**src/common/mipsPkg.sv**
```systemverilog
package mipsPkg;

    localparam int dataW    = 32;
    localparam int regAddrW = 5;

    typedef logic [dataW-1:0]    word_t;
    typedef logic [regAddrW-1:0] regAddr_t;

    ////////////////////////////////////////////////////////////////////////////
    // instruction fields
    ////////////////////////////////////////////////////////////////////////////

    // primary opcodes
    localparam logic [5:0] opSpecial = 6'h00;
    localparam logic [5:0] opJ       = 6'h02;
    localparam logic [5:0] opJal     = 6'h03;
    localparam logic [5:0] opBeq     = 6'h04;
    localparam logic [5:0] opBne     = 6'h05;
    localparam logic [5:0] opAddiu   = 6'h09;
    localparam logic [5:0] opSlti    = 6'h0a;
    localparam logic [5:0] opAndi    = 6'h0c;
    localparam logic [5:0] opOri     = 6'h0d;
    localparam logic [5:0] opXori    = 6'h0e;
    localparam logic [5:0] opLui     = 6'h0f;
    localparam logic [5:0] opLw      = 6'h23;
    localparam logic [5:0] opSw      = 6'h2b;

    // funct codes under opSpecial
    localparam logic [5:0] fnSll  = 6'h00;
    localparam logic [5:0] fnSrl  = 6'h02;
    localparam logic [5:0] fnSra  = 6'h03;
    localparam logic [5:0] fnJr   = 6'h08;
    localparam logic [5:0] fnAddu = 6'h21;
    localparam logic [5:0] fnSubu = 6'h23;
    localparam logic [5:0] fnAnd  = 6'h24;
    localparam logic [5:0] fnOr   = 6'h25;
    localparam logic [5:0] fnXor  = 6'h26;
    localparam logic [5:0] fnNor  = 6'h27;
    localparam logic [5:0] fnSlt  = 6'h2a;
    localparam logic [5:0] fnSltu = 6'h2b;

    ////////////////////////////////////////////////////////////////////////////
    // decoded control
    ////////////////////////////////////////////////////////////////////////////

    typedef enum logic [3:0] {
        aluAdd,
        aluSub,
        aluAnd,
        aluOr,
        aluXor,
        aluNor,
        aluSlt,
        aluSltu,
        aluSll,
        aluSrl,
        aluSra,
        aluLui
    } aluOp_e;

    // link is pc+8, past the delay slot
    typedef enum logic [1:0] {
        wbAlu,
        wbMem,
        wbLink
    } wbSel_e;

    typedef struct packed {
        aluOp_e   aluOp;
        logic     useImm;
        logic     immSigned;
        logic     shiftByImm;
        logic     regWrite;
        regAddr_t dest;
        logic     memRead;
        logic     memWrite;
        wbSel_e   wbSel;
        logic     isBranch;
        logic     branchOnNe;
        logic     isJump;
        logic     jumpReg;
    } ctrl_t;

endpackage

```
**src/common/memReqIf.sv**
```systemverilog
`timescale 1ns/100ps

interface memReqIf;
    import mipsPkg::*;

    logic  start;
    logic  wr;
    word_t addr;
    word_t wdata;
    word_t rdata;
    logic  done;

    // sequencer side
    modport client (output start, wr, addr, wdata, input rdata, done);

    // bus master side
    modport master (input start, wr, addr, wdata, output rdata, done);

endinterface

```
**src/core/controlUnit.sv**
```systemverilog
`timescale 1ns/100ps

module controlUnit (
    input  mipsPkg::word_t instr,
    output mipsPkg::ctrl_t ctrl
);
    import mipsPkg::*;

    logic [5:0] opcode;
    logic [5:0] funct;

    assign opcode = instr[31:26];
    assign funct  = instr[5:0];

    always_comb begin
        // all-inactive default, so unknown codes fall through as a nop
        ctrl       = '0;
        ctrl.aluOp = aluAdd;
        ctrl.wbSel = wbAlu;
        case (opcode)
            opSpecial: begin
                ctrl.regWrite = 1'b1;
                ctrl.dest     = instr[15:11];
                case (funct)
                    fnAddu: ctrl.aluOp = aluAdd;
                    fnSubu: ctrl.aluOp = aluSub;
                    fnAnd:  ctrl.aluOp = aluAnd;
                    fnOr:   ctrl.aluOp = aluOr;
                    fnXor:  ctrl.aluOp = aluXor;
                    fnNor:  ctrl.aluOp = aluNor;
                    fnSlt:  ctrl.aluOp = aluSlt;
                    fnSltu: ctrl.aluOp = aluSltu;
                    fnSll, fnSrl, fnSra: begin
                        ctrl.shiftByImm = 1'b1;
                        ctrl.aluOp = (funct == fnSll) ? aluSll :
                                     (funct == fnSrl) ? aluSrl : aluSra;
                    end
                    fnJr: begin
                        ctrl.regWrite = 1'b0;
                        ctrl.isJump   = 1'b1;
                        ctrl.jumpReg  = 1'b1;
                    end
                    default: ctrl = '0;
                endcase
            end
            // immediate group, result goes to rt
            opAddiu, opSlti, opAndi, opOri, opXori, opLui: begin
                ctrl.regWrite  = 1'b1;
                ctrl.dest      = instr[20:16];
                ctrl.useImm    = 1'b1;
                ctrl.immSigned = (opcode == opAddiu) || (opcode == opSlti);
                case (opcode)
                    opSlti:  ctrl.aluOp = aluSlt;
                    opAndi:  ctrl.aluOp = aluAnd;
                    opOri:   ctrl.aluOp = aluOr;
                    opXori:  ctrl.aluOp = aluXor;
                    opLui:   ctrl.aluOp = aluLui;
                    default: ctrl.aluOp = aluAdd;
                endcase
            end
            opLw, opSw: begin
                ctrl.useImm    = 1'b1;
                ctrl.immSigned = 1'b1;
                ctrl.memRead   = (opcode == opLw);
                ctrl.memWrite  = (opcode == opSw);
                ctrl.regWrite  = (opcode == opLw);
                ctrl.dest      = instr[20:16];
                ctrl.wbSel     = wbMem;
            end
            opBeq, opBne: begin
                ctrl.isBranch   = 1'b1;
                ctrl.branchOnNe = (opcode == opBne);
            end
            opJ, opJal: begin
                ctrl.isJump   = 1'b1;
                ctrl.regWrite = (opcode == opJal);
                ctrl.dest     = 5'd31;
                ctrl.wbSel    = wbLink;
            end
            default: ctrl = '0;
        endcase
    end

endmodule

```
**src/core/alu.sv**
```systemverilog
`timescale 1ns/100ps

module alu (
    input  mipsPkg::aluOp_e op,
    input  mipsPkg::word_t  a,
    input  mipsPkg::word_t  b,
    input  logic [4:0]      shamt,
    output mipsPkg::word_t  result
);
    import mipsPkg::*;

    always_comb begin
        case (op)
            aluAdd:  result = a + b;
            aluSub:  result = a - b;
            aluAnd:  result = a & b;
            aluOr:   result = a | b;
            aluXor:  result = a ^ b;
            aluNor:  result = ~(a | b);
            aluSlt:  result = word_t'($signed(a) < $signed(b));
            aluSltu: result = word_t'(a < b);
            // shifts always act on b (rt)
            aluSll:  result = b << shamt;
            aluSrl:  result = b >> shamt;
            aluSra:  result = $signed(b) >>> shamt;
            aluLui:  result = {b[15:0], 16'h0000};
            default: result = '0;
        endcase
    end

endmodule

```
**src/core/regFile.sv**
```systemverilog
`timescale 1ns/100ps

module regFile (
    input  logic              clock,
    input  logic              rstN,
    input  mipsPkg::regAddr_t raddrA,
    input  mipsPkg::regAddr_t raddrB,
    output mipsPkg::word_t    rdataA,
    output mipsPkg::word_t    rdataB,
    input  logic              we,
    input  mipsPkg::regAddr_t waddr,
    input  mipsPkg::word_t    wdata
);
    import mipsPkg::*;

    word_t regs [32];

    always_ff @(posedge clock or negedge rstN) begin
        if (!rstN) begin
            for (int i = 0; i < 32; i++) begin
                regs[i] <= '0;
            end
        end else if (we && waddr != '0) begin
            regs[waddr] <= wdata;
        end
    end

    // $0 is hardwired
    assign rdataA = (raddrA == '0) ? '0 : regs[raddrA];
    assign rdataB = (raddrB == '0) ? '0 : regs[raddrB];

endmodule

```
**src/core/instrSequencer.sv**
```systemverilog
`timescale 1ns/100ps

module instrSequencer #(
    parameter mipsPkg::word_t resetPc = 32'hbfc00000
) (
    input  logic              clock,
    input  logic              rstN,
    memReqIf.client           fetch,
    memReqIf.client           data,
    output mipsPkg::regAddr_t raddrA,
    output mipsPkg::regAddr_t raddrB,
    input  mipsPkg::word_t    rdataA,
    input  mipsPkg::word_t    rdataB,
    output logic              regWe,
    output mipsPkg::regAddr_t regWaddr,
    output mipsPkg::word_t    regWdata,
    output mipsPkg::word_t    instr,
    input  mipsPkg::ctrl_t    ctrl,
    output mipsPkg::aluOp_e   aluOp,
    output mipsPkg::word_t    aluA,
    output mipsPkg::word_t    aluB,
    output logic [4:0]        aluShamt,
    input  mipsPkg::word_t    aluResult,
    output mipsPkg::word_t    debugWbPc,
    output logic [3:0]        debugWbRfWen,
    output mipsPkg::regAddr_t debugWbRfWnum,
    output mipsPkg::word_t    debugWbRfWdata
);
    import mipsPkg::*;

    typedef enum logic [2:0] {
        stFetch,
        stWaitInstr,
        stExecute,
        stMemAccess,
        stWriteback
    } state_e;

    state_e state;
    word_t  pc;
    word_t  nextPc;
    logic   redirect;
    word_t  targetQ;
    word_t  wbData;

    word_t  pcPlus4;
    word_t  imm;
    word_t  target;
    logic   taken;
    logic   isMem;

    ////////////////////////////////////////////////////////////////////////////
    // operands and branch resolution
    ////////////////////////////////////////////////////////////////////////////

    // fetch master holds the word until the next fetch completes
    assign instr   = fetch.rdata;
    assign raddrA  = instr[25:21];
    assign raddrB  = instr[20:16];
    assign pcPlus4 = pc + 32'd4;
    assign imm     = ctrl.immSigned ? {{16{instr[15]}}, instr[15:0]} : {16'h0000, instr[15:0]};

    assign aluOp    = ctrl.aluOp;
    assign aluA     = rdataA;
    assign aluB     = ctrl.useImm ? imm : rdataB;
    assign aluShamt = ctrl.shiftByImm ? instr[10:6] : rdataA[4:0];

    always_comb begin
        taken  = 1'b0;
        target = pcPlus4 + {{14{instr[15]}}, instr[15:0], 2'b00};
        if (ctrl.isJump) begin
            taken  = 1'b1;
            target = ctrl.jumpReg ? rdataA : {pcPlus4[31:28], instr[25:0], 2'b00};
        end else if (ctrl.isBranch) begin
            taken = (rdataA == rdataB) ^ ctrl.branchOnNe;
        end
    end

    ////////////////////////////////////////////////////////////////////////////
    // bus requests
    ////////////////////////////////////////////////////////////////////////////

    assign isMem = ctrl.memRead || ctrl.memWrite;

    assign fetch.start = (state == stFetch);
    assign fetch.wr    = 1'b0;
    assign fetch.addr  = pc;
    assign fetch.wdata = '0;

    // operands stay put until write-back, so addr and wdata are stable
    assign data.start = (state == stExecute) && isMem;
    assign data.wr    = ctrl.memWrite;
    assign data.addr  = aluResult;
    assign data.wdata = rdataB;

    ////////////////////////////////////////////////////////////////////////////
    // sequencer FSM
    ////////////////////////////////////////////////////////////////////////////

    always_ff @(posedge clock or negedge rstN) begin
        if (!rstN) begin
            state    <= stFetch;
            pc       <= resetPc;
            nextPc   <= resetPc + 32'd4;
            redirect <= 1'b0;
        end else begin
            case (state)
                stFetch: state <= stWaitInstr;
                stWaitInstr: begin
                    if (fetch.done) begin
                        state <= stExecute;
                    end
                end
                stExecute: begin
                    redirect <= taken;
                    state    <= isMem ? stMemAccess : stWriteback;
                end
                stMemAccess: begin
                    if (data.done) begin
                        state <= stWriteback;
                    end
                end
                stWriteback: begin
                    // delay slot runs next, the target after it
                    pc     <= nextPc;
                    nextPc <= redirect ? targetQ : nextPc + 32'd4;
                    state  <= stFetch;
                end
                default: state <= stFetch;
            endcase
        end
    end

    always_ff @(posedge clock) begin
        if (state == stExecute) begin
            targetQ <= target;
            wbData  <= (ctrl.wbSel == wbLink) ? pc + 32'd8 : aluResult;
        end else if (state == stMemAccess && data.done && ctrl.wbSel == wbMem) begin
            wbData <= data.rdata;
        end
    end

    // write-back and trace
    assign regWe    = (state == stWriteback) && ctrl.regWrite;
    assign regWaddr = ctrl.dest;
    assign regWdata = wbData;

    assign debugWbPc      = pc;
    assign debugWbRfWen   = (regWe && ctrl.dest != '0) ? 4'hf : 4'h0;
    assign debugWbRfWnum  = ctrl.dest;
    assign debugWbRfWdata = wbData;

endmodule

```
**src/rtl/sramMaster.sv**
```systemverilog
`timescale 1ns/100ps

module sramMaster (
    input  logic           clock,
    input  logic           rstN,
    memReqIf.master        client,
    output logic           req,
    output logic           wr,
    output logic [1:0]     size,
    output mipsPkg::word_t addr,
    output mipsPkg::word_t wdata,
    input  logic           addrOk,
    input  logic           dataOk,
    input  mipsPkg::word_t rdata
);

    typedef enum logic [1:0] {
        stIdle,
        stRequest,
        stWaitData
    } state_e;

    state_e state;

    // client keeps these stable until done
    assign req   = (state == stRequest);
    assign wr    = client.wr;
    assign addr  = client.addr;
    assign wdata = client.wdata;
    // word accesses only
    assign size  = 2'd2;

    always_ff @(posedge clock or negedge rstN) begin
        if (!rstN) begin
            state       <= stIdle;
            client.done <= 1'b0;
        end else begin
            client.done <= 1'b0;
            case (state)
                stIdle: begin
                    if (client.start) begin
                        state <= stRequest;
                    end
                end
                stRequest: begin
                    if (addrOk) begin
                        state <= stWaitData;
                    end
                end
                stWaitData: begin
                    if (dataOk) begin
                        state       <= stIdle;
                        client.done <= 1'b1;
                    end
                end
                default: state <= stIdle;
            endcase
        end
    end

    // read word held until the next access returns
    always_ff @(posedge clock) begin
        if (state == stWaitData && dataOk) begin
            client.rdata <= rdata;
        end
    end

endmodule

```
**src/rtl/mipsCore.sv**
```systemverilog
`timescale 1ns/100ps

module mipsCore #(
    parameter mipsPkg::word_t resetPc = 32'hbfc00000
) (
    input  logic              clock,
    input  logic              rstN,

    output logic              instSramReq,
    output logic              instSramWr,
    output logic [1:0]        instSramSize,
    output mipsPkg::word_t    instSramAddr,
    output mipsPkg::word_t    instSramWdata,
    input  logic              instSramAddrOk,
    input  logic              instSramDataOk,
    input  mipsPkg::word_t    instSramRdata,

    output logic              dataSramReq,
    output logic              dataSramWr,
    output logic [1:0]        dataSramSize,
    output mipsPkg::word_t    dataSramAddr,
    output mipsPkg::word_t    dataSramWdata,
    input  logic              dataSramAddrOk,
    input  logic              dataSramDataOk,
    input  mipsPkg::word_t    dataSramRdata,

    output mipsPkg::word_t    debugWbPc,
    output logic [3:0]        debugWbRfWen,
    output mipsPkg::regAddr_t debugWbRfWnum,
    output mipsPkg::word_t    debugWbRfWdata
);
    import mipsPkg::*;

    memReqIf fetchReq ();
    memReqIf dataReq ();

    word_t    instr;
    ctrl_t    ctrl;
    aluOp_e   aluOp;
    word_t    aluA;
    word_t    aluB;
    logic [4:0] aluShamt;
    word_t    aluResult;
    regAddr_t raddrA;
    regAddr_t raddrB;
    word_t    rdataA;
    word_t    rdataB;
    logic     regWe;
    regAddr_t regWaddr;
    word_t    regWdata;

    ////////////////////////////////////////////////////////////////////////////
    // datapath and control
    ////////////////////////////////////////////////////////////////////////////

    instrSequencer #(.resetPc(resetPc)) uSequencer (
        .clock, .rstN,
        .fetch(fetchReq), .data(dataReq),
        .raddrA, .raddrB, .rdataA, .rdataB,
        .regWe, .regWaddr, .regWdata,
        .instr, .ctrl,
        .aluOp, .aluA, .aluB, .aluShamt, .aluResult,
        .debugWbPc, .debugWbRfWen, .debugWbRfWnum, .debugWbRfWdata
    );

    controlUnit uControl (.instr, .ctrl);

    alu uAlu (.op(aluOp), .a(aluA), .b(aluB), .shamt(aluShamt), .result(aluResult));

    regFile uRegFile (
        .clock, .rstN,
        .raddrA, .raddrB, .rdataA, .rdataB,
        .we(regWe), .waddr(regWaddr), .wdata(regWdata)
    );

    // instruction and data bus masters
    sramMaster uInstPort (
        .clock, .rstN, .client(fetchReq),
        .req(instSramReq), .wr(instSramWr), .size(instSramSize),
        .addr(instSramAddr), .wdata(instSramWdata),
        .addrOk(instSramAddrOk), .dataOk(instSramDataOk), .rdata(instSramRdata)
    );

    sramMaster uDataPort (
        .clock, .rstN, .client(dataReq),
        .req(dataSramReq), .wr(dataSramWr), .size(dataSramSize),
        .addr(dataSramAddr), .wdata(dataSramWdata),
        .addrOk(dataSramAddrOk), .dataOk(dataSramDataOk), .rdata(dataSramRdata)
    );

endmodule

```
**config.mk**
```make
export PLATFORM = sky130hd
export DESIGN_NAME = mipsCore
export DESIGN_NICKNAME = d
export VERILOG_FILES = /design/src/common/mipsPkg.sv /design/src/common/memReqIf.sv /design/src/core/controlUnit.sv /design/src/core/alu.sv /design/src/core/regFile.sv /design/src/core/instrSequencer.sv /design/src/rtl/sramMaster.sv /design/src/rtl/mipsCore.sv
export SDC_FILE = /design/constraint.sdc
export NUM_CORES = 2
export LEC_CHECK = 0
export BUFFER_PORTS_ARGS = -buffer_cell sky130_fd_sc_hd__buf_2
export CAP_MARGIN = 20
export CORE_MARGIN = 4
export CORE_UTILIZATION = 33
export CTS_CLUSTER_DIAMETER = 120
export CTS_CLUSTER_SIZE = 14
export DETAILED_ROUTE_END_ITERATION = 8
export SYNTH_ARGS = -nofsm -noshare
export SYNTH_HDL_FRONTEND = slang
export SYNTH_HIERARCHICAL = 1
export SYNTH_SLANG_ARGS = --single-unit
```
**constraint.sdc**
```tcl
create_clock -name clock -period 15.88 [get_ports clock]
set_input_delay 3.176 -clock clock [delete_from_list [all_inputs] [get_ports clock]]
set_output_delay 3.176 -clock clock [all_outputs]
set_load 0.1 [all_outputs]
```
; ---- Yosys cells after proc, flatten, opt, wreduce, memory -nomap -nowiden
; Cells that the tools add are included.
[classes]
addsub = 6
order_cmp = 6
n_eq_ne = 53
n_shift = 3
muxes = 57
bitwise = 8
reduce_logical = 30
[ops]
columns = cell, count
row1 = 1024-bit bitwise mux, 1
row2 = 32-bit 2-to-1 mux, 15
row3 = 32-bit one-hot mux with 12 select lines, 1
row4 = 32-bit binary-select mux with 5-bit select, 2
row5 = 32-bit demux with 5-bit select, 1
row6 = 32-bit by 3-bit adder with 32-bit output (second input constant), 2
row7 = 32-bit adder, 2
row8 = 32-bit less-than comparator, 2
row9 = 6-bit equality test (second input constant), 10
row10 = 6-bit by 4-bit equality test with 1-bit output (second input constant), 7
row11 = 32-bit by 4-bit adder with 32-bit output (second input constant), 1
row12 = 32-bit bitwise AND, 1
row13 = 32-bit equality test, 1
row14 = 32-bit inverter, 1
row15 = 32-bit OR, 1
row16 = 4-bit one-hot mux with 8 select lines, 1
row17 = 32-bit by 5-bit << shifter with 32-bit output, 1
row18 = 32-bit by 5-bit right shift with 32-bit output, 1
row19 = 32-bit by 5-bit >>> shifter with 32-bit output, 1
row20 = 32-bit subtractor, 1
row21 = 32-bit XOR, 1
row22 = 6-bit by 2-bit equality test with 1-bit output (second input constant), 4
row23 = 6-bit one-hot mux with 4 select lines, 1
row24 = 4-bit one-hot mux with 5 select lines, 1
row25 = other kinds (43), 103
[word_totals]
register_bits = 1226
input_bits = 70
output_inout_bits = 209
word_cells = 207

; ---- Logic depth before layout (Yosys ltp)
[logic_depth]
depth_word = 11
ltp_mapped = 24
depth_no_buf = 18

; ---- Cells and area by module
; Netlist, hierarchy kept.
[by_module_without_submodules]
columns = module, instances, cells_per_inst, area_per_inst_um2, seq_area_each_um2
row1 = regFile, 1, 3623, 54448.5, 25624.6
row2 = instrSequencer, 1, 1467, 12011.5, 3647.2
row3 = alu, 1, 1293, 9386.5, 0.0
row4 = sramMaster, 2, 111, 1596.5, 1036.0
row5 = controlUnit, 1, 73, 486.7, 0.0

; ---- Worst setup path before layout
; OpenSTA, ideal clock, no wires.
[synth_path]
path_kind = register -> output
from = register uInstPort.client.rdata[16]
to = output port dataSramAddr[27]
arrival_ns = 5.162
required_ns = 12.704
path_slack_ns = 7.542
path_stages_with_launch = 23
n_path_buf = 7
cell_sequence = edfxtp_1 > buf_4 > buf_2 > buf_2 > nor2b_1 > clkbuf_1 > a22oi_1 > a311oi_1 > inv_1 > o21ai_0 > inv_1 > ha_1 > buf_4 > nor2b_1 > o21a_1 > a2111oi_1 > a2bb2oi_1 > a311o_1 > a21boi_0 > a22oi_1 > a31oi_1 > buf_4 > buf_4
[synth_between]
word_cells_on_any_way = 17
classes_between = add/sub (2) / shift (3) / mux (6) / bitwise (5) / reduce/logical (1)
[synth_rtl]
columns = element, line
row1 = start: declaration, memReqIf.sv:17  ; modport master (input start, wr, addr, wdata, output rdata, done);
row2 = 5-bit inverter with 6-bit output (implied by the code), regFile.sv:30  ; assign rdataB = (raddrB == '0) ? '0 : regs[raddrB];
row3 = 32-bit binary-select mux with 5-bit select, regFile.sv:30
row4 = 32-bit 2-to-1 mux (implied by the code) (2 in series), regFile.sv:30
row5 = 32-bit 2-to-1 mux (*), regFile.sv:30
row6 = net rdataB[17], mipsCore.sv:47  ; word_t rdataB;
row7 = 32-bit 2-to-1 mux (*), instrSequencer.sv:65  ; assign aluB = ctrl.useImm ? imm : rdataB;
row8 = net aluB[17], mipsCore.sv:41  ; word_t aluB;
row9 = 32-bit subtractor (tied with other cells), alu.sv:15  ; aluSub: result = a - b;
row10 = 32-bit one-hot mux with 12 select lines (*), alu.sv:13  ; case (op)
row11 = end: declaration, mipsCore.sv:21  ; output mipsPkg::word_t dataSramAddr,
; The timed path passes the listed nets; every way through them passes the cells marked *. The select of a mux whose other input is x is not followed.

; ---- Final worst setup path
[layout_path]
from = register uInstPort.client.rdata[17]
to = output port dataSramAddr[16]
[layout_between]
word_cells_on_any_way = 17
classes_between = add/sub (2) / shift (3) / mux (6) / bitwise (5) / reduce/logical (1)
[layout_rtl]
columns = element, line
row1 = 5-bit inverter with 6-bit output (implied by the code), regFile.sv:30
row2 = 32-bit binary-select mux with 5-bit select, regFile.sv:30
row3 = 32-bit 2-to-1 mux (implied by the code) (2 in series), regFile.sv:30
row4 = 32-bit 2-to-1 mux (*), regFile.sv:30
row5 = 32-bit 2-to-1 mux (*), instrSequencer.sv:65
row6 = net aluB[7], mipsCore.sv:41
row7 = 32-bit subtractor (tied with other cells), alu.sv:15
row8 = 32-bit one-hot mux with 12 select lines (*), alu.sv:13
; Marks and branches as above.

==> impl.org <==
** Final layout
- Fraction of final layout cells sized beyond drive strength 1 :: a little under two fifths
- Synthesis-to-finish area growth :: 6.31%
- Post-route design area :: 0.0845 mm²
- At the end of the flow, the number of nets in the layout was roughly 6500.
- Total of fill cells in the finished design :: 23400

** Critical path
- Along the worst path, the maximum fanout reaches 79.
- The signal on the critical path passes through buf_12 > buf_4 > or4_4 > o21ai_0 > a311oi_1 > clkbuf_2 > mux2_2 > inv_1 > ha_1 > inv_1 > a21oi_1 > nor4b_1 > a21oi_2 > o21bai_1 > a21oi_1 > o21a_1 > o221ai_1 > buf_2.
- Cell with the largest stage delay on the worst path :: sky130_fd_sc_hd__o221ai_1
- Worst Setup Path Type :: flop to output port
- Worst reg-to-reg path cell count :: 21
- The worst setup path is captured at an output port.
- In this design, the largest share of critical-path delay is due to compound AO/OA/AOI/OAI gates.
- Element type at the critical path start :: flop
- In this design, the stage delay of the slowest critical-path cell is approximately 940 ps.
- Worst Path Required :: between 10000 and 15000 ps
- Path length in cells of the critical path :: 18
- Together, buffers and inverters on the worst path number 6.
- Worst endpoint data arrival time :: ~8500 ps

** Pwr
- In this run the power density over the cells is between 100 and 150 mW/mm².
- The analysis attributes to net switching a power of between 4 and 5 mW.
- Of the total power, registers draw between 30% and 40%.
- Combinational share of power :: a little under 40%
- Total Power :: ~9.9 mW
- The clock network is responsible for between 20% and 30% of the overall power.
- Across the VDD grid, the largest voltage drop is 0.0956 mV.
- The analysis attributes to cell leakage a power of roughly 37 nW.
- Cell internal power was estimated by the tool at roughly 5.5 mW.
- Switching portion of total power :: between 40 and 50%

** STA
- On the final layout, the worst hold slack is 395 ps.
- Worst rel slew slack :: a little under an eighth
- The clock arrives with ~52 ps of skew.
- Final number of setup-violating endpoints :: 0
- In the finished design, the share of the clock period the worst path needs comes to approximately 74%.
- RSZ-0062 raised after global routing :: false
- Tightest Pin Transition :: ~1300 ps
- Fin. max-slew vios :: 0
- In the final timing run, aggregate negative setup slack is 0 ps.
- The count of endpoints failing hold in the final timing report was 0.
- Based on the critical path, the design can be clocked at up to 0.0854 GHz.
- For the finished layout, the period the worst path requires is about 12000 ps.

** Clock tree
- For this design, the CTS-stage hold fixing added 0 buffers.
- Number of clock sinks :: 1226
- In this run the number of H-tree levels came out at 3.
- Counting the buffers created by CTS gives slightly below 100.
- The clock passes through at most 3 buffers.
- Clock Pin Slew Worst Setup and Hold Paths :: around 70 ps
- Clk_lat worst skew :: 790 ps
- In this run the post-CTS setup repair buffer count came out at 0.
- Gates resized during post-CTS repair numbered 0.
- Clock tree synthesis selected as its root buffer the cell sky130_fd_sc_hd__clkbuf_16.
- TritonCTS clock tree :: yes

** Global route
- Initial antenna violation count :: 25
- Across every metal layer, demand over resource in global routing totals between 20% and 30%.
- The first global-routing pass estimated approximately 440000 µm of wire.
- The via count of the first global-routing pass was 58000.
- Largest net degree at the start of global routing :: around 160
- Leftover overflow at the end of global routing :: 0

** Route
- The detail route stage leaves a number of antenna-violating nets equal to 0.
- Summing over every cut layer, the via total after detailed routing is 59100.
- Via density per instance :: just over 6
- Total detailed-routing wirelength :: 313000 µm
- After detailed routing, the number of remaining DRC violations is 0.
- WL per Instance :: between 30 and 40 µm
- For this run, the detailed router's first-pass iteration total came to 6.
- Number of DRC markers after the initial detailed-route iteration :: between 7000 and 8000

** Floorplan
- Io pins :: between 200 and 300
- Measured along the y axis, the die boundary spans around 500 µm.
- In this run the standard cell core region covers between 0.2 and 0.25 mm².
- Floorplan die area :: around 0.25 mm²
- Floorplan row count :: roughly 180
- Horiz. Die Dim :: 499 µm
- The initial utilization of the core area, before any placement, comes to between 30% and 40%.

** Yosys
- The mapped netlist covers 0.0795 mm².
- Synthesis Warnings :: 6
- Synthesis produced a netlist whose cell count is between 6000 and 7000.
- Mapped Avg Cell Area :: ~12 µm²

** Placed design
- At the end of routability-driven placement, the weighted congestion stood at roughly 1.
- Post-detailed-placement half-perimeter wirelength :: 207000 µm
- The placed instances occupy a cell area of 0.0814 mm².
- Port Buf Inserts :: 241

** Min path
- The worst hold path belongs to the class flop to flop.
- Counting instances, the worst hold path has a depth of 0.

** Status
- The run finished with clean final reports.

** Job
- Maxcap violations :: 0
per-stage QoR:
step	worst slack [ps]	instances	util, %
final	4170	9495	35.4
after global routing	3840	9481	35.4
after CTS	4010	9467	35.3
after detailed placement	4830	9328	34.1
after global placement	4830	9324	34.1
after floorplan	7540	6700	-
area by class of cell:
type                       instances  area (µm²)  share of cell area, %
timing repair buffer             487        3340                   3.95
antenna                           14        35.0                 0.0415
multi-input combinational       4322       42400                   50.2
clock inverter                    12         209                  0.247
inverter                         140         528                  0.625
sequential                      1226       31300                   37.1
clock buffer                     127        2600                   3.08
tap                             3167        3960                   4.69
cell usage in the layout, fill, tap and decap left out, types with 84 or more instances in the layout:
cell and n:
sky130_fd_sc_hd__dfrtp_1 1078, sky130_fd_sc_hd__mux2_2 1045, sky130_fd_sc_hd__mux4_2 503, sky130_fd_sc_hd__nand2_1 327, sky130_fd_sc_hd__o21ai_0 323, sky130_fd_sc_hd__buf_2 240, sky130_fd_sc_hd__nor2_1 226, sky130_fd_sc_hd__buf_4 221
sky130_fd_sc_hd__mux2i_1 215, sky130_fd_sc_hd__a21oi_1 185, sky130_fd_sc_hd__ha_1 134, sky130_fd_sc_hd__inv_1 133, sky130_fd_sc_hd__edfxtp_1 128, sky130_fd_sc_hd__clkbuf_16 100, sky130_fd_sc_hd__a211oi_1 92, sky130_fd_sc_hd__a22oi_1 90
sky130_fd_sc_hd__xnor2_1 88, sky130_fd_sc_hd__nor2b_1 84
final timing paths:
kind / slack, ps / end / from
worst min register to register: 390 / uRegFile/regs[1006]$_DFFE_PN0P_ / uRegFile/regs[1006]$_DFFE_PN0P_
worst max-delay path: 4170 / dataSramAddr[16] / uInstPort/client.rdata[17]$_DFFE_PP_
min in group asynchronous: 2360 / uInstPort/state[0]$_DFFE_PN0P_ / rstN
worst min-delay path: 390 / uRegFile/regs[1006]$_DFFE_PN0P_ / uRegFile/regs[1006]$_DFFE_PN0P_
worst max register to register: 7310 / uSequencer/debugWbRfWdata[23]$_DFFE_PP_ / uInstPort/client.rdata[18]$_DFFE_PP_
max in group asynchronous: 10290 / uRegFile/regs[651]$_DFFE_PN0P_ / rstN
worst register-to-register path, cell delays in order (launching register included):
cell	delay, ps
sky130_fd_sc_hd__edfxtp_1	370
sky130_fd_sc_hd__buf_12	490
sky130_fd_sc_hd__buf_4	1040
sky130_fd_sc_hd__mux2i_1	220
sky130_fd_sc_hd__a221oi_1	290
sky130_fd_sc_hd__o21ai_0	160
sky130_fd_sc_hd__a311oi_2	1050
sky130_fd_sc_hd__inv_1	100
sky130_fd_sc_hd__o21ai_0	220
sky130_fd_sc_hd__buf_4	230
sky130_fd_sc_hd__inv_1	90
sky130_fd_sc_hd__ha_1	510
sky130_fd_sc_hd__nor2b_1	120
sky130_fd_sc_hd__o21a_1	210
sky130_fd_sc_hd__a2111oi_1	550
sky130_fd_sc_hd__o211ai_1	270
sky130_fd_sc_hd__a311o_1	480
sky130_fd_sc_hd__a2bb2oi_1	200
sky130_fd_sc_hd__mux2i_1	280
sky130_fd_sc_hd__a211o_1	280
sky130_fd_sc_hd__o21ai_0	120
sky130_fd_sc_hd__o21ai_0	920
flip-flops by register name (all words and copies together), names as in the netlist:
signal	flops
uSequencer/redirect	1
uInstPort/client.rdata	32
uInstPort/state	2
uInstPort/client.done	1
uRegFile/regs	1024
uSequencer/nextPc	32
uSequencer/debugWbRfWdata	32
uSequencer/targetQ	32
uDataPort/client.rdata	32
uDataPort/state	2
uDataPort/client.done	1
uSequencer/debugWbPc	32
uSequencer/state	3
metal layers:
layer | share of wire (%) | vias to the layer above | track usage (%) | wire length (µm)
met5 | 0.012 | - | 0 | 37
met3 | 11 | 764 | 8.00 | 34700
met2 | 43 | 3415 | 36.2 | 136000
li1 | - | 23800 | - | -
met1 | 39 | 31100 | 31.6 | 123000
met4 | 6.0 | 6 | 12.4 | 18700
power groups by stage:
stage / logic [mW] / registers [mW] / clock network [mW]
after floorplan: 2.55 / 3.84 / 0
after detailed placement: 3.74 / 3.68 / 0
after global routing: 4.03 / 3.62 / 2.56
after global placement: 3.73 / 3.68 / 0
final: 3.89 / 3.61 / 2.40
after CTS: 3.75 / 3.62 / 2.44
Power figures use the tool's default switching activity.
